[src/include/lsu_defines.svh]
/*
 * Load/store unit sizing macros
 */
`ifndef LSU_DEFINES_SVH
`define LSU_DEFINES_SVH

// Instruction id width
`define LSU_ID_W 4

// Scratch memory size, in 32-bit words
`define LSU_SCRATCH_WORDS 1024

// Bus master request queue entries
`define LSU_BUS_QUEUE_DEPTH 4

// Load attribute entries
// Also the cap on loads in flight
`define LSU_ATTR_DEPTH 4

`endif

[src/source/lsu_pkg.sv]
/*
 * Load/store unit types: issue, sub-unit request, load attributes,
 * external bus command and writeback, plus the fn3 encodings
 */
`include "lsu_defines.svh"

package lsu_pkg;

    // RISC-V load/store width field
    localparam logic [2:0] fn_b  = 3'd0;
    localparam logic [2:0] fn_h  = 3'd1;
    localparam logic [2:0] fn_w  = 3'd2;
    localparam logic [2:0] fn_bu = 3'd4;
    localparam logic [2:0] fn_hu = 3'd5;

    // One memory instruction from issue
    typedef struct packed {
        logic [31:0]           rs1;
        logic [31:0]           rs2;
        logic [11:0]           offset;
        logic [2:0]            fn3;
        logic                  load;
        logic                  store;
        logic [`LSU_ID_W-1:0]  id;
    } issue_t;

    // Request seen by both sub-units
    typedef struct packed {
        logic [29:0] addr;
        logic [3:0]  be;
        logic [31:0] wdata;
        logic        load;
    } mem_req_t;

    // Kept per outstanding load
    typedef struct packed {
        logic [2:0]           fn3;
        logic [1:0]           byte_addr;
        logic [`LSU_ID_W-1:0] id;
        logic                 unit;
    } load_attr_t;

    // External bus command
    typedef struct packed {
        logic [31:0] addr;
        logic [3:0]  be;
        logic [31:0] wdata;
        logic        we;
    } bus_cmd_t;

    typedef struct packed {
        logic                 done;
        logic [`LSU_ID_W-1:0] id;
        logic [31:0]          data;
    } writeback_t;

endpackage

[src/source/lsu_fifo.sv]
/*
 * Small synchronous FIFO, payload chosen by type parameter
 */
module lsu_fifo #(
    parameter type payload_t = logic [7:0],
    parameter int  DEPTH     = 4
) (
    input  logic     clk,
    input  logic     arst_n,
    input  logic     push,
    input  logic     pop,
    input  payload_t data_in,
    output payload_t data_out,
    output logic     valid,
    output logic     full
);

    localparam int PTR_W = (DEPTH > 1) ? $clog2(DEPTH) : 1;
    localparam int CNT_W = $clog2(DEPTH + 1);

    payload_t           entries [DEPTH];
    logic [PTR_W-1:0]   rd_ptr;
    logic [PTR_W-1:0]   wr_ptr;
    logic [CNT_W-1:0]   count;
    logic               do_push;
    logic               do_pop;

    // Overflow and underflow requests are dropped
    assign do_push = push & ~full;
    assign do_pop  = pop & valid;

    assign valid    = (count != '0);
    assign full     = (count == CNT_W'(DEPTH));
    assign data_out = entries[rd_ptr];

    // Storage, no reset needed
    always_ff @(posedge clk) begin
        if (do_push)
            entries[wr_ptr] <= data_in;
    end

    // Pointers wrap at DEPTH, not only at powers of two
    always_ff @(posedge clk or negedge arst_n) begin
        if (!arst_n) begin
            rd_ptr <= '0;
            wr_ptr <= '0;
            count  <= '0;
        end else begin
            if (do_push)
                wr_ptr <= (wr_ptr == PTR_W'(DEPTH - 1)) ? '0 : wr_ptr + 1'b1;
            if (do_pop)
                rd_ptr <= (rd_ptr == PTR_W'(DEPTH - 1)) ? '0 : rd_ptr + 1'b1;
            case ({do_push, do_pop})
                2'b10:   count <= count + 1'b1;
                2'b01:   count <= count - 1'b1;
                default: count <= count;
            endcase
        end
    end

endmodule

[src/source/bus_master.sv]
/*
 * External bus master: queues sub-unit requests and runs them
 * one at a time as req/ack transfers
 */
`include "lsu_defines.svh"

module bus_master (
    input  logic              clk,
    input  logic              arst_n,
    input  lsu_pkg::mem_req_t req,
    input  logic              req_valid,
    output logic              ready,
    output logic              rvalid,
    output logic [31:0]       rdata,
    output logic              bus_req,
    output logic [31:0]       bus_addr,
    output logic [3:0]        bus_be,
    output logic [31:0]       bus_wdata,
    output logic              bus_we,
    input  logic              bus_ack,
    input  logic [31:0]       bus_rdata
);

    lsu_pkg::mem_req_t head;
    lsu_pkg::bus_cmd_t cmd;
    logic              head_valid;
    logic              queue_full;
    logic              done;

    //////////////////////////////
    // Request queue
    //////////////////////////////

    lsu_fifo #(
        .payload_t (lsu_pkg::mem_req_t),
        .DEPTH     (`LSU_BUS_QUEUE_DEPTH)
    ) req_queue (
        .clk      (clk),
        .arst_n   (arst_n),
        .push     (req_valid),
        .pop      (done),
        .data_in  (req),
        .data_out (head),
        .valid    (head_valid),
        .full     (queue_full)
    );

    // Back-pressure once all entries are taken
    assign ready = ~queue_full;

    //////////////////////////////
    // Bus side
    //////////////////////////////

    // Head entry forms the bus command
    assign cmd.addr  = {head.addr, 2'b00};
    assign cmd.be    = head.be;
    assign cmd.wdata = head.wdata;
    assign cmd.we    = ~head.load;

    // Held until acked, next one may follow a cycle later
    assign bus_req   = head_valid;
    assign bus_addr  = cmd.addr;
    assign bus_be    = cmd.be;
    assign bus_wdata = cmd.wdata;
    assign bus_we    = cmd.we;

    // Ack retires the head
    assign done = bus_ack & head_valid;

    // Loads return in the ack cycle
    // stores finish without rvalid
    assign rvalid = done & head.load;
    assign rdata  = bus_rdata;

endmodule

[config.mk]
export PLATFORM = sky130hd
export DESIGN_NAME = bus_master
export DESIGN_NICKNAME = d
export VERILOG_FILES = /design/src/source/lsu_pkg.sv /design/src/source/lsu_fifo.sv /design/src/source/bus_master.sv
export VERILOG_INCLUDE_DIRS = /design/src /design/src/include
export SDC_FILE = /design/constraint.sdc
export NUM_CORES = 1
export LEC_CHECK = 0
export BUFFER_PORTS_ARGS = -buffer_cell sky130_fd_sc_hd__buf_2
export CAP_MARGIN = 20
export CORE_ASPECT_RATIO = 1.1
export CORE_MARGIN = 2
export CORE_UTILIZATION = 42
export DETAILED_ROUTE_END_ITERATION = 8
export PLACE_DENSITY = 0.74
export SLEW_MARGIN = 0
export SYNTH_ARGS = -nofsm -noshare
export SYNTH_HDL_FRONTEND = slang
export SYNTH_SLANG_ARGS = --single-unit
[constraint.sdc]
create_clock -name clk -period 2.1 [get_ports clk]
set_input_delay 0.105 -clock clk [delete_from_list [all_inputs] [get_ports clk]]
set_output_delay 0.105 -clock clk [all_outputs]
set_load 0.1 [all_outputs]
# --- Yosys cells after proc, flatten, opt, wreduce, memory -nomap -nowiden ---
# Memory sizes are Yosys's and may differ from the RTL's.
# Cells that the tools add are included.
# W data, S select, Z words.
classes:
  n_eq_ne: 5
  n_reduce_logical: 2
  addsub: 4
  muxes: 5
  bitwise_logic: 6
op_table:
  columns: ["cell", "count"]
  rows:
  - ["$eq A2 B2 Y1 const B", 3]
  - ["$pmux W3 S2", 1]
  - ["$add A2 B1 Y2 const B", 2]
  - ["$and A1 B1 Y1", 4]
  - ["$mux W2", 2]
  - ["$add A3 B1 Y3 const B", 1]
  - ["$eq A3 B3 Y1 const B", 1]
  - ["$reduce_bool A3 Y1", 1]
  - ["$sub A3 B1 Y3 const B", 1]
  - ["$eq A2 B1 Y1 const B", 1]
  - ["$mux W1", 2]
  - ["$not A1 Y1", 2]
  - ["$reduce_bool A2 Y1", 1]
totals:
  word_cells: 26
  ff_bits: 7
  out_inout_bits: 104
  memories: 1
  inputBits: 103
  mem_bits_rw: 268
memory_table:
  columns: ["memory", "depth", "width", "read_ports", "rd_clocked_by_memory_dff", "write_ports", "line_no", "rtl"]
  rows:
  - ["req_queue.entries", 4, 67, 1, 0, 1, "lsu_fifo.sv:21", "payload_t entries [DEPTH];"]

# --- Depth between registers and ports, before layout ---
depth:
  ltp_word: 5
  depth_mapped: 9
  ltp_nobuf: 9

# --- Modules after synthesis ---
# From an unflattened synthesis, not the netlist that was laid out.
unflattened:
  cells_unflattened: 430
  area_unflattened_um2: 10398.7
by_module_without_submodules:
  columns: ["mod", "instances", "area_per_inst_um2", "cells_each"]
  rows:
  - ["lsu_fifo", 1, 10119.7, 391]
  - ["bus_master", 1, 279.0, 39]

# --- Worst setup path before layout ---
# Ideal clock, no wire load.
synth_timing:
  kind: "reg-to-output"
  from: "reg req_queue.rd_ptr[0]"
  to: "out rvalid"
  stages_incl_launch_ff: 6
  setup_slack_ns: -0.758
  arrival_time_ns: 2.753
  required_time_ns: 1.995
  cell_sequence: "dfrtp_1 > buf_2 > buf_6 > mux4_2 > inv_1 > nor2_1"
synth_via:
  elab_chain_len: 2
synth_lines:
  columns: ["element", "line_no", "rtl"]
  rows:
  - ["start: declaration", "lsu_fifo.sv:22", "logic [PTR_W-1:0] rd_ptr;"]
  - ["start signal: assignment", "lsu_fifo.sv:52", "rd_ptr <= (rd_ptr == PTR_W'(DEPTH - 1)) ? '0 : rd_ptr + 1'b1;"]
  - ["$mem_v2 Z4 W67", null, null]
  - ["$and A1 B1 Y1", "bus_master.sv:73", "assign rvalid = done & head.load;"]
  - ["end: declaration", "bus_master.sv:13", "output logic rvalid,"]
# Every way passes these cells.

# --- Worst setup path in the final report ---
layout_timing:
  from: "reg req_queue.rd_ptr[0]"
  to: "out bus_addr[30]"
layout_via:
  elab_chain_len: 1
layout_lines:
  columns: ["element", "line_no", "rtl"]
  rows:
  - ["$mem_v2 Z4 W67", null, null]
  - ["end: declaration", "bus_master.sv:16", "output logic [31:0] bus_addr,"]
# Every way passes these cells.

==> metrics.md <==
| Metric | Value |
|---|---|
| Outcome | finished with violations |
| Failing checks | setup timing |
| Vias in the first global route | 5496 |
| Fillcell total | between 1500 and 2000 |
| Worst path max stage delay | approximately 0.5 ns |
| Nets | between 700 and 800 |
| DP HPWL | around 11000 um |
| Row cnt | 60 |
| Count of final setup violators | 60 |
| Cell taking the most area after synthesis | edfxtp_1 |
| Family with the most delay on the worst path | buffers and inverters |
| CTS root buffer | clkbuf_16 |
| Worst hold slack | between 0.05 and 0.06 ns |
| Worst path cell trace | buf_12 > buf_8 > buf_12 > mux4_2 > buf_12 |
| Crit-path max FO | 6 |
| Relative slew margins | between 30% and 40% |
| Slew Limit Fails | 0 |
| H-tree depth | 1 |
| Top Ports | just over 200 |
| Fmax | approximately 0.45 GHz |
| Die area | between 0.02 and 0.03 sq mm |
| Final ANT Viol Nets | 0 |
| First-pass GRT wire length | between 30000 and 40000 um |
| Via count | ~5000 |
| Tmin final | about 2.2 ns |
| Most common cell on crit path | buf_12 |
| Layout Skew | approximately 0.0046 ns |
| Synth top area cells | edfxtp_1 78%, mux4_2 15%, buf_4 2.5%, dfrtp_1 1.7%, ha_1 0.72% |
| Kind of critical path | flip-flop to output pin |
| Worst min path class | input pin to flip-flop |
| RSZ-0062 raised after global routing | yes |
| CTS Sinks | about 280 |
| Syn Inst Count | around 430 |
| Seq/Total Area, Yosys | slightly below 80% |
| Period Utilization, post-route | 106.0% |
| Die height | approximately 170 um |
| Post-Syn Area per Cell | ~24 sq um |
| Design area | about 0.014 sq mm |
| Worst-Skew Late Latency | between 0.5 and 0.6 ns |
| Area of placed instances | 0.01164 sq mm |
| Total GRT Usage | 15.38% |
| Diodes inserted | 0 |
| Residual DRC | 0 |
| Worst-Margin Slew | 1.044 ns |
| Maximum buffer depth of the clock tree | 3 |
| Slowest stage cell, crit path | dfrtp_4 |
| DR iter-0 viols | about 230 |
| Chip Width | around 150 um |
| Gr ovfl total | 0 |
| Share of cells above drive strength 1 | around 44% |
| Synth unique cells | 22 |
| Placer Congestion | 0.6822 |
| Vias per inst | between 5 and 6 |
| Initial core utilization | between 40% and 50% |
| CP endpoint kind | output pin |
| WL/cell | about 20 um |
| CTS clock-pin slew for the worst setup and hold paths | approximately 0.060 ns |
| Crit path launch type | flip-flop |
| Mapped Area | 0.01037 sq mm |
| Yosys warnings | 0 |
| Drt total wl | ~20000 um |
| Layout area overhead | 34.74% |
| Yosys top cell area share | between 70% and 80% |
| Worst EP arrival | between 2 and 2.5 ns |
| Maxcap violations | 0 |
| Bufs and invs on worst path | 4 |
| Worst Slack Setup Final | -0.1258 ns |
| Pin count of the biggest net entering global routing | 68 |
| Antenna violations before repair | 0 |
| #FFs+latches synth | between 200 and 300 |
| Critical Path RT | 2.00 ns |
| First-pass iteration count of the detailed router | 4 |
| Port buffer count | between 100 and 150 |
| CTS tree | done |
| Total CTS buffers | 28 |
| Endpoints failing hold | 0 |
| CORE AREA | approximately 0.024 sq mm |
worst min-delay path: stages:
cell     delay, ns
buf_2         0.07
nand2_1       0.06
inv_1         0.09
ha_4          0.16
xnor2_1       0.06
cell usage after synthesis, drive strengths merged:
cell,number
dfrtp,7
nor2,4
mux2,4
xor2,2
edfxtp,268
mux2i,1
ha,6
nand2,1
buf,46
inv,8
fa,1
and2,1
or3,1
or3b,1
and3,4
mux4,67
xnor2,1
clkbuf,4
conb,1
path summary, 6_finish.rpt:
check                                     from                  end  slack (ns)  depth (start not counted)
max in group asynchronous               arst_n  req_queue.rd_ptr[1]        1.24                          3
hold reg to reg            req_queue.wr_ptr[1]  req_queue.wr_ptr[1]        0.58                          1
setup / recovery           req_queue.rd_ptr[0]         bus_addr[30]       -0.13                          5
min in group asynchronous               arst_n   req_queue.count[2]        0.57                          3
setup reg to reg            req_queue.count[0]   req_queue.count[2]        0.04                          9
hold / removal                         bus_ack   req_queue.count[0]        0.06                          5
layout by cell type (no fill, tap or decap), types with 4 or more instances in the layout:
master / netlist / final
bufinv_16: 0 / 4
clkbuf_16: 0 / 30
clkinv_1: 0 / 7
buf_6: 2 / 41
dlygate4sd3_1: 0 / 69
buf_8: 0 / 4
buf_4: 34 / 10
and3_4: 0 / 4
buf_12: 0 / 36
mux4_2: 67 / 67
edfxtp_1: 268 / 268
buf_2: 10 / 72
inv_1: 8 / 5
ha_1: 6 / 5
buf_16: 0 / 6
clkbuf_1: 4 / 6
dfrtp_1: 7 / 5
sequential cells by signal (all words and copies together) (netlist names):
name and flops:
req_queue.count 3, req_queue.entries 268, req_queue.rd_ptr 2, req_queue.wr_ptr 2
cell type report:
class	count	area [sq um]	area share, %
Clock buffer	35	748.2	5.356
Clock inverter	17	185.2	1.325
Inverter	8	35.03	0.2508
Multi-Input combinational cell	97	1826	13.07
Sequential cell	275	8230	58.91
Tap cell	310	387.9	2.776
Timing Repair Buffer	239	2559	18.31
per-stage QoR:
stage / utilization (%) / std cells / TNS, ns / setup slack, ns
3_3_place_gp: 47.70 / 837 / 0 / 0.07897
4_1_cts: 56.63 / 973 / -5.369 / -0.1486
2_1_floorplan: - / 429 / -35.41 / -0.1315
3_5_place_dp: 47.70 / 837 / 0 / 0.006561
6_report: 57.26 / 981 / -4.270 / -0.1258
5_1_grt: 57.26 / 981 / -8.007 / -0.1684
logic make-up (layout without fill, tap and decap cells):
kind of cell,Yosys count,in the layout,synth area share (%)
flip-flops,275,275,79.30
multiplexers,72,72,15.16
buffers and inverters,58,299,3.596
AND/OR/NAND/NOR,12,13,0.7361
adder cells (fa/ha/maj),7,7,0.9171
XOR/XNOR,3,3,0.2535
other,1,2,0.03617
per-layer routing:
metal	share of wire (%)	GRT usage, %	routed length [um]	up-vias
met5	0	0	0	-
li1	-	-	-	2198
met3	5.6	2.944	1116	40
met1	40	19.45	8073	2618
met4	1.9	4.226	378	0
met2	52	27.38	10460	157
timing repair:
action	CTS	global route
cloned	5	2
hold endpoints to repair	275	0
hold buffers	69	0
buffers inserted	10	4
resized for setup	106	11
pin swaps	1	7
endpoints found under the setup margin	69	137
Power is not shown: default switching activity piles up to over one toggle a cycle in this logic, so the estimate is an artifact.
