<file path="src/include/lsu_defines.svh">
/*
 * Load/store unit sizing macros
 */
`ifndef LSU_DEFINES_SVH
`define LSU_DEFINES_SVH

// Instruction id width
`define LSU_ID_W 4

// Scratch memory size, in 32-bit words
`define LSU_SCRATCH_WORDS 1024

// Bus master request queue entries
`define LSU_BUS_QUEUE_DEPTH 4

// Load attribute entries
// Also the cap on loads in flight
`define LSU_ATTR_DEPTH 4

`endif

</file>
<file path="src/source/lsu_pkg.sv">
/*
 * Load/store unit types: issue, sub-unit request, load attributes,
 * external bus command and writeback, plus the fn3 encodings
 */
`include "lsu_defines.svh"

package lsu_pkg;

    // RISC-V load/store width field
    localparam logic [2:0] fn_b  = 3'd0;
    localparam logic [2:0] fn_h  = 3'd1;
    localparam logic [2:0] fn_w  = 3'd2;
    localparam logic [2:0] fn_bu = 3'd4;
    localparam logic [2:0] fn_hu = 3'd5;

    // One memory instruction from issue
    typedef struct packed {
        logic [31:0]           rs1;
        logic [31:0]           rs2;
        logic [11:0]           offset;
        logic [2:0]            fn3;
        logic                  load;
        logic                  store;
        logic [`LSU_ID_W-1:0]  id;
    } issue_t;

    // Request seen by both sub-units
    typedef struct packed {
        logic [29:0] addr;
        logic [3:0]  be;
        logic [31:0] wdata;
        logic        load;
    } mem_req_t;

    // Kept per outstanding load
    typedef struct packed {
        logic [2:0]           fn3;
        logic [1:0]           byte_addr;
        logic [`LSU_ID_W-1:0] id;
        logic                 unit;
    } load_attr_t;

    // External bus command
    typedef struct packed {
        logic [31:0] addr;
        logic [3:0]  be;
        logic [31:0] wdata;
        logic        we;
    } bus_cmd_t;

    typedef struct packed {
        logic                 done;
        logic [`LSU_ID_W-1:0] id;
        logic [31:0]          data;
    } writeback_t;

endpackage

</file>
<file path="src/source/lsu_fifo.sv">
/*
 * Small synchronous FIFO, payload chosen by type parameter
 */
module lsu_fifo #(
    parameter type payload_t = logic [7:0],
    parameter int  DEPTH     = 4
) (
    input  logic     clk,
    input  logic     arst_n,
    input  logic     push,
    input  logic     pop,
    input  payload_t data_in,
    output payload_t data_out,
    output logic     valid,
    output logic     full
);

    localparam int PTR_W = (DEPTH > 1) ? $clog2(DEPTH) : 1;
    localparam int CNT_W = $clog2(DEPTH + 1);

    payload_t           entries [DEPTH];
    logic [PTR_W-1:0]   rd_ptr;
    logic [PTR_W-1:0]   wr_ptr;
    logic [CNT_W-1:0]   count;
    logic               do_push;
    logic               do_pop;

    // Overflow and underflow requests are dropped
    assign do_push = push & ~full;
    assign do_pop  = pop & valid;

    assign valid    = (count != '0);
    assign full     = (count == CNT_W'(DEPTH));
    assign data_out = entries[rd_ptr];

    // Storage, no reset needed
    always_ff @(posedge clk) begin
        if (do_push)
            entries[wr_ptr] <= data_in;
    end

    // Pointers wrap at DEPTH, not only at powers of two
    always_ff @(posedge clk or negedge arst_n) begin
        if (!arst_n) begin
            rd_ptr <= '0;
            wr_ptr <= '0;
            count  <= '0;
        end else begin
            if (do_push)
                wr_ptr <= (wr_ptr == PTR_W'(DEPTH - 1)) ? '0 : wr_ptr + 1'b1;
            if (do_pop)
                rd_ptr <= (rd_ptr == PTR_W'(DEPTH - 1)) ? '0 : rd_ptr + 1'b1;
            case ({do_push, do_pop})
                2'b10:   count <= count + 1'b1;
                2'b01:   count <= count - 1'b1;
                default: count <= count;
            endcase
        end
    end

endmodule

</file>
<file path="src/source/load_store_unit.sv">
/*
 * Load/store unit: address generation, sub-unit routing with switch
 * stall, load attribute tracking and load data alignment
 */
`include "lsu_defines.svh"

module load_store_unit (
    input  logic                clk,
    input  logic                arst_n,
    input  lsu_pkg::issue_t     issue,
    input  logic                issue_valid,
    output logic                issue_ready,
    output lsu_pkg::mem_req_t   req,
    output logic                scratch_req_valid,
    output logic                bus_req_valid,
    input  logic                scratch_ready,
    input  logic                bus_ready,
    input  logic                scratch_rvalid,
    input  logic                bus_rvalid,
    input  logic [31:0]         scratch_rdata,
    input  logic [31:0]         bus_rdata,
    output lsu_pkg::writeback_t wb
);

    logic [31:0]         eff_addr;
    logic                unit;
    logic [3:0]          be;
    logic [31:0]         wdata;
    logic                accept;
    logic                mem_op;
    logic                unit_diff;
    logic                switch_stall;
    logic                last_unit;
    logic                load_done;
    lsu_pkg::load_attr_t attr_in;
    lsu_pkg::load_attr_t attr_head;
    logic                attr_valid;
    logic                attr_full;
    logic [31:0]         raw_data;
    logic [15:0]         half_sel;
    logic [7:0]          byte_sel;
    logic [31:0]         load_data;

    //////////////////////////////
    // Address and store lanes
    //////////////////////////////

    assign eff_addr = issue.rs1 + 32'(signed'(issue.offset));

    // Bit 31 picks the sub-unit, 1 is bus
    assign unit = eff_addr[31];

    // Byte enables, none for loads
    always_comb begin
        case (issue.fn3[1:0])
            lsu_pkg::fn_b[1:0]: be = 4'b0001 << eff_addr[1:0];
            lsu_pkg::fn_h[1:0]: be = eff_addr[1] ? 4'b1100 : 4'b0011;
            default:            be = 4'b1111;
        endcase
        if (issue.load)
            be = 4'b0000;
    end

    // Replicated data lands in every lane the enables can pick
    always_comb begin
        case (issue.fn3[1:0])
            lsu_pkg::fn_b[1:0]: wdata = {4{issue.rs2[7:0]}};
            lsu_pkg::fn_h[1:0]: wdata = {2{issue.rs2[15:0]}};
            default:            wdata = issue.rs2;
        endcase
    end

    assign req.addr  = eff_addr[31:2];
    assign req.be    = be;
    assign req.wdata = wdata;
    assign req.load  = issue.load;

    //////////////////////////////
    // Issue control
    //////////////////////////////

    // Different target than the last load while loads are pending
    assign unit_diff = (unit != last_unit) & attr_valid;

    // Never looks at issue_valid
    assign issue_ready = scratch_ready & bus_ready & ~switch_stall
                         & ~unit_diff & ~attr_full;

    assign mem_op = issue.load | issue.store;
    assign accept = issue_valid & issue_ready & mem_op;

    assign scratch_req_valid = accept & ~unit;
    assign bus_req_valid     = accept & unit;

    // Switch stall holds until outstanding loads drain
    always_ff @(posedge clk or negedge arst_n) begin
        if (!arst_n)
            switch_stall <= 1'b0;
        else if (!attr_valid)
            switch_stall <= 1'b0;
        else if (issue_valid & mem_op & unit_diff)
            switch_stall <= 1'b1;
    end

    // Unit of the most recent load
    always_ff @(posedge clk or negedge arst_n) begin
        if (!arst_n)
            last_unit <= 1'b0;
        else if (accept & issue.load)
            last_unit <= unit;
    end

    //////////////////////////////
    // Load attributes
    //////////////////////////////

    assign attr_in.fn3       = issue.fn3;
    assign attr_in.byte_addr = eff_addr[1:0];
    assign attr_in.id        = issue.id;
    assign attr_in.unit      = unit;

    assign load_done = scratch_rvalid | bus_rvalid;

    lsu_fifo #(
        .payload_t (lsu_pkg::load_attr_t),
        .DEPTH     (`LSU_ATTR_DEPTH)
    ) attr_fifo (
        .clk      (clk),
        .arst_n   (arst_n),
        .push     (accept & issue.load),
        .pop      (load_done),
        .data_in  (attr_in),
        .data_out (attr_head),
        .valid    (attr_valid),
        .full     (attr_full)
    );

    //////////////////////////////
    // Load data return
    //////////////////////////////

    assign raw_data = attr_head.unit ? bus_rdata : scratch_rdata;

    // Halfword first, then byte within it
    assign half_sel = attr_head.byte_addr[1] ? raw_data[31:16] : raw_data[15:0];
    assign byte_sel = attr_head.byte_addr[0] ? half_sel[15:8] : half_sel[7:0];

    // Sign or zero extension
    always_comb begin
        case (attr_head.fn3)
            lsu_pkg::fn_b:  load_data = {{24{byte_sel[7]}}, byte_sel};
            lsu_pkg::fn_h:  load_data = {{16{half_sel[15]}}, half_sel};
            lsu_pkg::fn_bu: load_data = {24'd0, byte_sel};
            lsu_pkg::fn_hu: load_data = {16'd0, half_sel};
            default:        load_data = raw_data;
        endcase
    end

    // Same cycle as the sub-unit rvalid
    assign wb.done = load_done;
    assign wb.id   = attr_head.id;
    assign wb.data = load_data;

endmodule

</file>
<file path="config.mk">
export PLATFORM = sky130hd
export DESIGN_NAME = load_store_unit
export DESIGN_NICKNAME = d
export VERILOG_FILES = /design/src/source/lsu_pkg.sv /design/src/source/lsu_fifo.sv /design/src/source/load_store_unit.sv
export VERILOG_INCLUDE_DIRS = /design/src /design/src/include
export SDC_FILE = /design/constraint.sdc
export NUM_CORES = 1
export LEC_CHECK = 0
export BUFFER_PORTS_ARGS = -buffer_cell sky130_fd_sc_hd__clkbuf_2
export CORE_MARGIN = 2
export CORE_UTILIZATION = 48
export DETAILED_ROUTE_END_ITERATION = 16
export HOLD_SLACK_MARGIN = 0.1
export PLACE_DENSITY = 0.89
export SLEW_MARGIN = 20
export SYNTH_ARGS = -nofsm -noshare
export SYNTH_HDL_FRONTEND = slang
export SYNTH_SLANG_ARGS = --single-unit
</file>
<file path="constraint.sdc">
create_clock -name clk -period 4.4 [get_ports clk]
set_clock_uncertainty 0.1 [all_clocks]
set_input_delay 0.66 -clock clk [delete_from_list [all_inputs] [get_ports clk]]
set_output_delay 0.66 -clock clk [all_outputs]
set_load 0.005 [all_outputs]
</file>
# Yosys cells after proc, flatten, opt, wreduce, memory -nomap -nowiden
# Memory sizes are Yosys's and may differ from the RTL's.
# Index checks and enable logic that the tools add are counted.
dict set report totals {
  mem_count 1
  register_bits 9
  inputBits 156
  word_cells 62
  out_inout_bits 107
  ramBits 40
}
# memory depth width rd rd_clocked_by_memory_dff wr line
set memory_table {}
lappend memory_table {attr_fifo.entries 4 10 1 0 1 lsu_fifo.sv:21} ;# payload_t entries [DEPTH];
dict set report op_classes {
  addsub 5
  bitwise_logic 20
  reduce_logical 4
  muxes 15
  eq_ne 11
  n_shift 1
}
# operator count
set op_table {}
lappend op_table {{$pmux W32 S4} 1}
lappend op_table {{$pmux W32 S2} 1}
lappend op_table {{$add A32 B32 Y32} 1}
lappend op_table {{$mux W32} 1}
lappend op_table {{$mux W16} 1}
lappend op_table {{$and A1 B1 Y1} 14}
lappend op_table {{$eq A3 B3 Y1 const B} 3}
lappend op_table {{$mux W4} 2}
lappend op_table {{$mux W8} 1}
lappend op_table {{$pmux W4 S2} 1}
lappend op_table {{$eq A2 B2 Y1 const B} 3}
lappend op_table {{$pmux W3 S2} 1}
lappend op_table {{$add A2 B1 Y2 const B} 2}
lappend op_table {{$eq A2 B1 Y1 const B} 2}
lappend op_table {{$mux W1} 4}
lappend op_table {{$mux W2} 2}
lappend op_table {{$not A1 Y1} 4}
lappend op_table {{$shl A1 B2 Y4 const A} 1}
lappend op_table {{$add A3 B1 Y3 const B} 1}
lappend op_table {{$eq A3 B1 Y1 const B} 1}
lappend op_table {{$logic_not A3 Y1} 1}
lappend op_table {{$reduce_bool A3 Y1} 1}
lappend op_table {{$sub A3 B1 Y3 const B} 1}
lappend op_table {{$logic_not A2 Y1} 1}
lappend op_table {{4 further kinds} 5}

# Logic depth before layout (Yosys ltp)
dict set report depth {
  ltp_word 12
  depth_mapped 16
  depth_no_buf 15
}

# By module
# A second synthesis with hierarchy kept.
dict set report unflattened {
  cells_unflattened 576
  hier_area_um2 5295.1
}
# mod n_inst area_each_um2 seq_area_each_um2 cells_per_inst
set modules_own_cells {}
lappend modules_own_cells {load_store_unit 1 3368.2 50.0 484}
lappend modules_own_cells {lsu_fifo 1 1926.8 1376.3 92}

# Least setup slack after synthesis
# Ideal clock, no wire load.
dict set report synth_path {
  path_type {input -> register}
  start {input issue[11] in the netlist's numbering}
  end {register attr_fifo.count[2]}
  setup_time_ps 79
  arrival_time_ps 3639
  path_stages 15
  setup_slack_ps 582
  n_path_buf 0
  path_cell_list {ha_1 > o211ai_1 > o21ai_2 > o2111ai_2 > a31oi_2 > o2111a_2 > or3_4 > a21oi_4 > or2_1 > ha_1 > inv_1 > fa_1 > xor2_1 > nor2_1 > xor2_1}
}
dict set report synth_between {
  elab_chain_len 12
  elab_cells_between_ends 14
  classes_between {add/sub (1); eq/ne (3); mux (1); bitwise (8); reduce/logical (1)}
}
# item line
set synth_lines {}
lappend synth_lines {{start, declared} load_store_unit.sv:10} ;# input lsu_pkg::issue_t issue,
lappend synth_lines {{$add A32 B32 Y32 (*)} load_store_unit.sv:48} ;# assign eff_addr = issue.rs1 + 32'(signed'(issue.offset));
lappend synth_lines {{$ne A1 B1 Y1 (*)} load_store_unit.sv:83} ;# assign unit_diff = (unit != last_unit) & attr_valid;
lappend synth_lines {{$and A1 B1 Y1 (*)} load_store_unit.sv:83}
lappend synth_lines {{$not A1 Y1 (*)} load_store_unit.sv:87} ;# & ~unit_diff & ~attr_full;
lappend synth_lines {{$and A1 B1 Y1 (*) (2 in a row)} load_store_unit.sv:87}
lappend synth_lines {{$and A1 B1 Y1 (*) (2 in a row)} load_store_unit.sv:90} ;# assign accept = issue_valid & issue_ready & mem_op;
lappend synth_lines {{$and A1 B1 Y1 (*)} load_store_unit.sv:130} ;# .push (accept & issue.load),
lappend synth_lines {{$and A1 B1 Y1 (*)} lsu_fifo.sv:29} ;# assign do_push = push & ~full;
lappend synth_lines {{$eq A2 B1 Y1 or $eq A2 B2 Y1 (tied branches)} lsu_fifo.sv:53} ;# case ({do_push, do_pop})
lappend synth_lines {{$pmux W3 S2 or $reduce_bool A2 Y1 (tied branches)} --}
lappend synth_lines {{end signal, assigned} lsu_fifo.sv:54} ;# 2'b10: count <= count + 1'b1;
lappend synth_lines {{end signal, assigned} lsu_fifo.sv:55} ;# 2'b01: count <= count - 1'b1;
lappend synth_lines {{end signal, assigned} lsu_fifo.sv:56} ;# default: count <= count;
lappend synth_lines {{end, declared} lsu_fifo.sv:24} ;# logic [CNT_W-1:0] count;
# Mark *: on every way between the ends. The rest lies on a longest branch, timed or not.
# A chain may end at the register's enable or synchronous reset.

==> results.toml <==
[placed_design]
place_congestion = 0.989
dpl.hpwl_um = 13000
port_buffers = 262

[sta]
tns_ps = 0
clock.fmax_mhz = 238
hold_viol = 0
slew_violations = 0
tightest_slew_ps = 820
max-slew-margin-rel_pct = 45.4
hold_ws_ps = 399
grt_setup_unrepaired = "false"
finalCriticalPeriod_ps = 4190
setup_viol = 0
fin_crit_sh_pct = 95.3

[grt]
grt_max_degree = 31
antenna_found_initial = 0
grt_usage_pct = 24.6
grt_pass1_vias = 5017
grt_pass1_wl_um = 23100
overflow = 0

[clocking]
clock_latency_ps = 300
h-tree-depth = 2
cts_root_buf = "clkbuf_8"
clockBufferDepth = 2
cts_tree = "yes"
cts.sinks = 49
cts_setup_buffers = 0
numCtsBuffers = 5
clkTransAtPathRegs_ps = 90

[worst_setup_path]
arrival_ps = 3430
cp-start-kind = "primary input"
required_ps = 3640
crit_path_end_kind = "output port"
worst-path-max-fanout = 5
crit_chain = "clkbuf_2 > ha_1 > fa_1 > a211o_1 > a211o_1 > a41oi_2 > o21ai_2 > a311o_1 > a31o_1 > a21oi_2 > xnor2_1 > clkbuf_2"
crit_type = "primary input to output port"
cpPeakStageDelay_ps = 430
cpMaxStageDelayCell = "fa_1"

[drt]
drt-initial-drc-count = 282
via_per_inst = 5.77
routed_wirelength_um = 15800
antenna_left = 0
vias = 5414
firstDrtPassIters = 4
post_drt_wl_per_cell_um = 16.9
drc_errors = 0

[yosys]
ys_seq_area_share_pct = 26.8
ys.flop_type = "edfxtp_1"
syn_area_per_cell_sq_um = 9.68
synth_edf_count = 40
syn_inst = 550
syn_area_sq_mm = 0.00532
ys_async_sr_fraction_pct = 18.4
syn_nets = 745
yosysUniqueCellTypes = 65
synth_seq_cells = 49
ys_warn_count = 0

[hold_path]
hp-class = "flop to flop"

[cells_and_area]
finalCoreUtilization_pct = 62.7
drive_above_1_share_pct = 42.0
layout.nets = 992
fillers = 887
final_common_cell = "clkbuf_2"
num_antenna_cells = 0
syn2layout_area_growth_pct = 27.7
mostFrequentLayoutCells = "clkbuf_2, mux2i_1, nand2_1"

[die]
ioPinCount = 263
die-area_sq_mm = 0.0119
rows = 38
initial_core_util_pct = 49.1
core_sq_mm = 0.0108
die_h_um = 109
die_x_um = 109

[status]
outcome = "completed"

[flow_run]
drv_cap = 0

[power]
p_leak_nw = 3.28
peakVddDrop_v = 0.000241
p_per_area_mw_per_mm2 = 418
## where the power goes
group	switching [mW]	internal (mW)
clock	0.138	0.110
combinational	1.09	0.924
sequential	0.0371	0.549
total	1.26	1.58
## layout make-up
cell class	count	area [sq um]	area share, %
clock buffers	5	68.8	1.01
clock inverters	3	17.5	0.258
multi-input cells	453	3640	53.6
well taps	140	175	2.58
inverters	11	41.3	0.607
repair buffers	277	1430	21.0
flip-flops and latches	49	1430	21.0
## flip-flops by register name (all words and copies together) (netlist names)
register           cells
last_unit              1
attr_fifo.count        3
switch_stall           1
attr_fifo.entries     40
attr_fifo.wr_ptr       2
attr_fifo.rd_ptr       2
## Yosys cell counts (all sizes together) (8+ instances only)
cell | number | share of area (%)
clkbuf | 15 | 1.1
xnor2 | 21 | 3.5
a21oi | 42 | 4.2
a211oi | 8 | 1.2
buf | 22 | 3.0
xor2 | 13 | 2.1
a21o | 11 | 1.6
inv | 11 | 0.78
edfxtp | 40 | 23
o21ai | 46 | 4.5
mux2i | 52 | 9.8
ha | 37 | 8.7
nor2 | 22 | 1.6
mux4 | 16 | 6.8
nor2b | 13 | 1.5
mux2 | 19 | 4.0
a22oi | 9 | 1.3
nand2 | 45 | 3.2
dfrtp | 9 | 4.2
nor3 | 10 | 0.94
## through the flow
stage	instance area, sq um	instances	power [mW]	setup WS, ps
after floorplan	5320	550	1.92	582
after global placement	6700	929	2.56	292
after detailed placement	6700	929	2.59	168
after CTS	6790	938	2.84	236
after global routing	6800	938	3.06	62.8
final	6800	938	2.85	206
## worst paths after layout
kind	startpoint	to	slack, ps	cells past startpoint
min in group asynchronous	arst_n	attr_fifo.rd_ptr[1]	650	2
hold / removal	switch_stall	switch_stall	400	1
max in group asynchronous	arst_n	attr_fifo.wr_ptr[0]	3350	2
setup / recovery	issue[9]	req[65]	210	12
hold reg to reg	switch_stall	switch_stall	400	1
setup reg to reg	attr_fifo.count[1]	attr_fifo.count[2]	1640	11
## worst max-delay path, delay by kind of cell
family / cells / cell delay [ps]
compound gates: 7 / 1730
fa+ha+maj: 2 / 670
buf+inv: 2 / 220
xor+xnor: 1 / 140
## repair_timing
action | 4_1_cts | 5_1_grt
gates resized for setup | 0 | 1
setup endpoints to repair | 0 | 1
endpoints found under the hold margin | 7 | 0
hold buffers | 1 | 0
## cell families (layout without fill, tap and decap cells)
| group | after synthesis | in the layout | share of synthesized area [%] |
|---|---|---|---|
| buf+inv | 48 | 296 | 4.84 |
| compound gates | 164 | 164 | 20.7 |
| mux | 87 | 87 | 20.6 |
| flops | 49 | 49 | 26.8 |
| xor+xnor | 34 | 34 | 5.59 |
| fa+ha+maj | 39 | 39 | 9.45 |
| simple gates | 129 | 129 | 12.1 |
## layer usage
metal | GRT usage [%] | wire (um)
met1 | 26.3 | 6040
met2 | 47.7 | 8140
met5 | 0 | 0
met3 | 3.44 | 1060
met4 | 10.6 | 580
No activity file was read; power rests on OpenSTA's default activity.
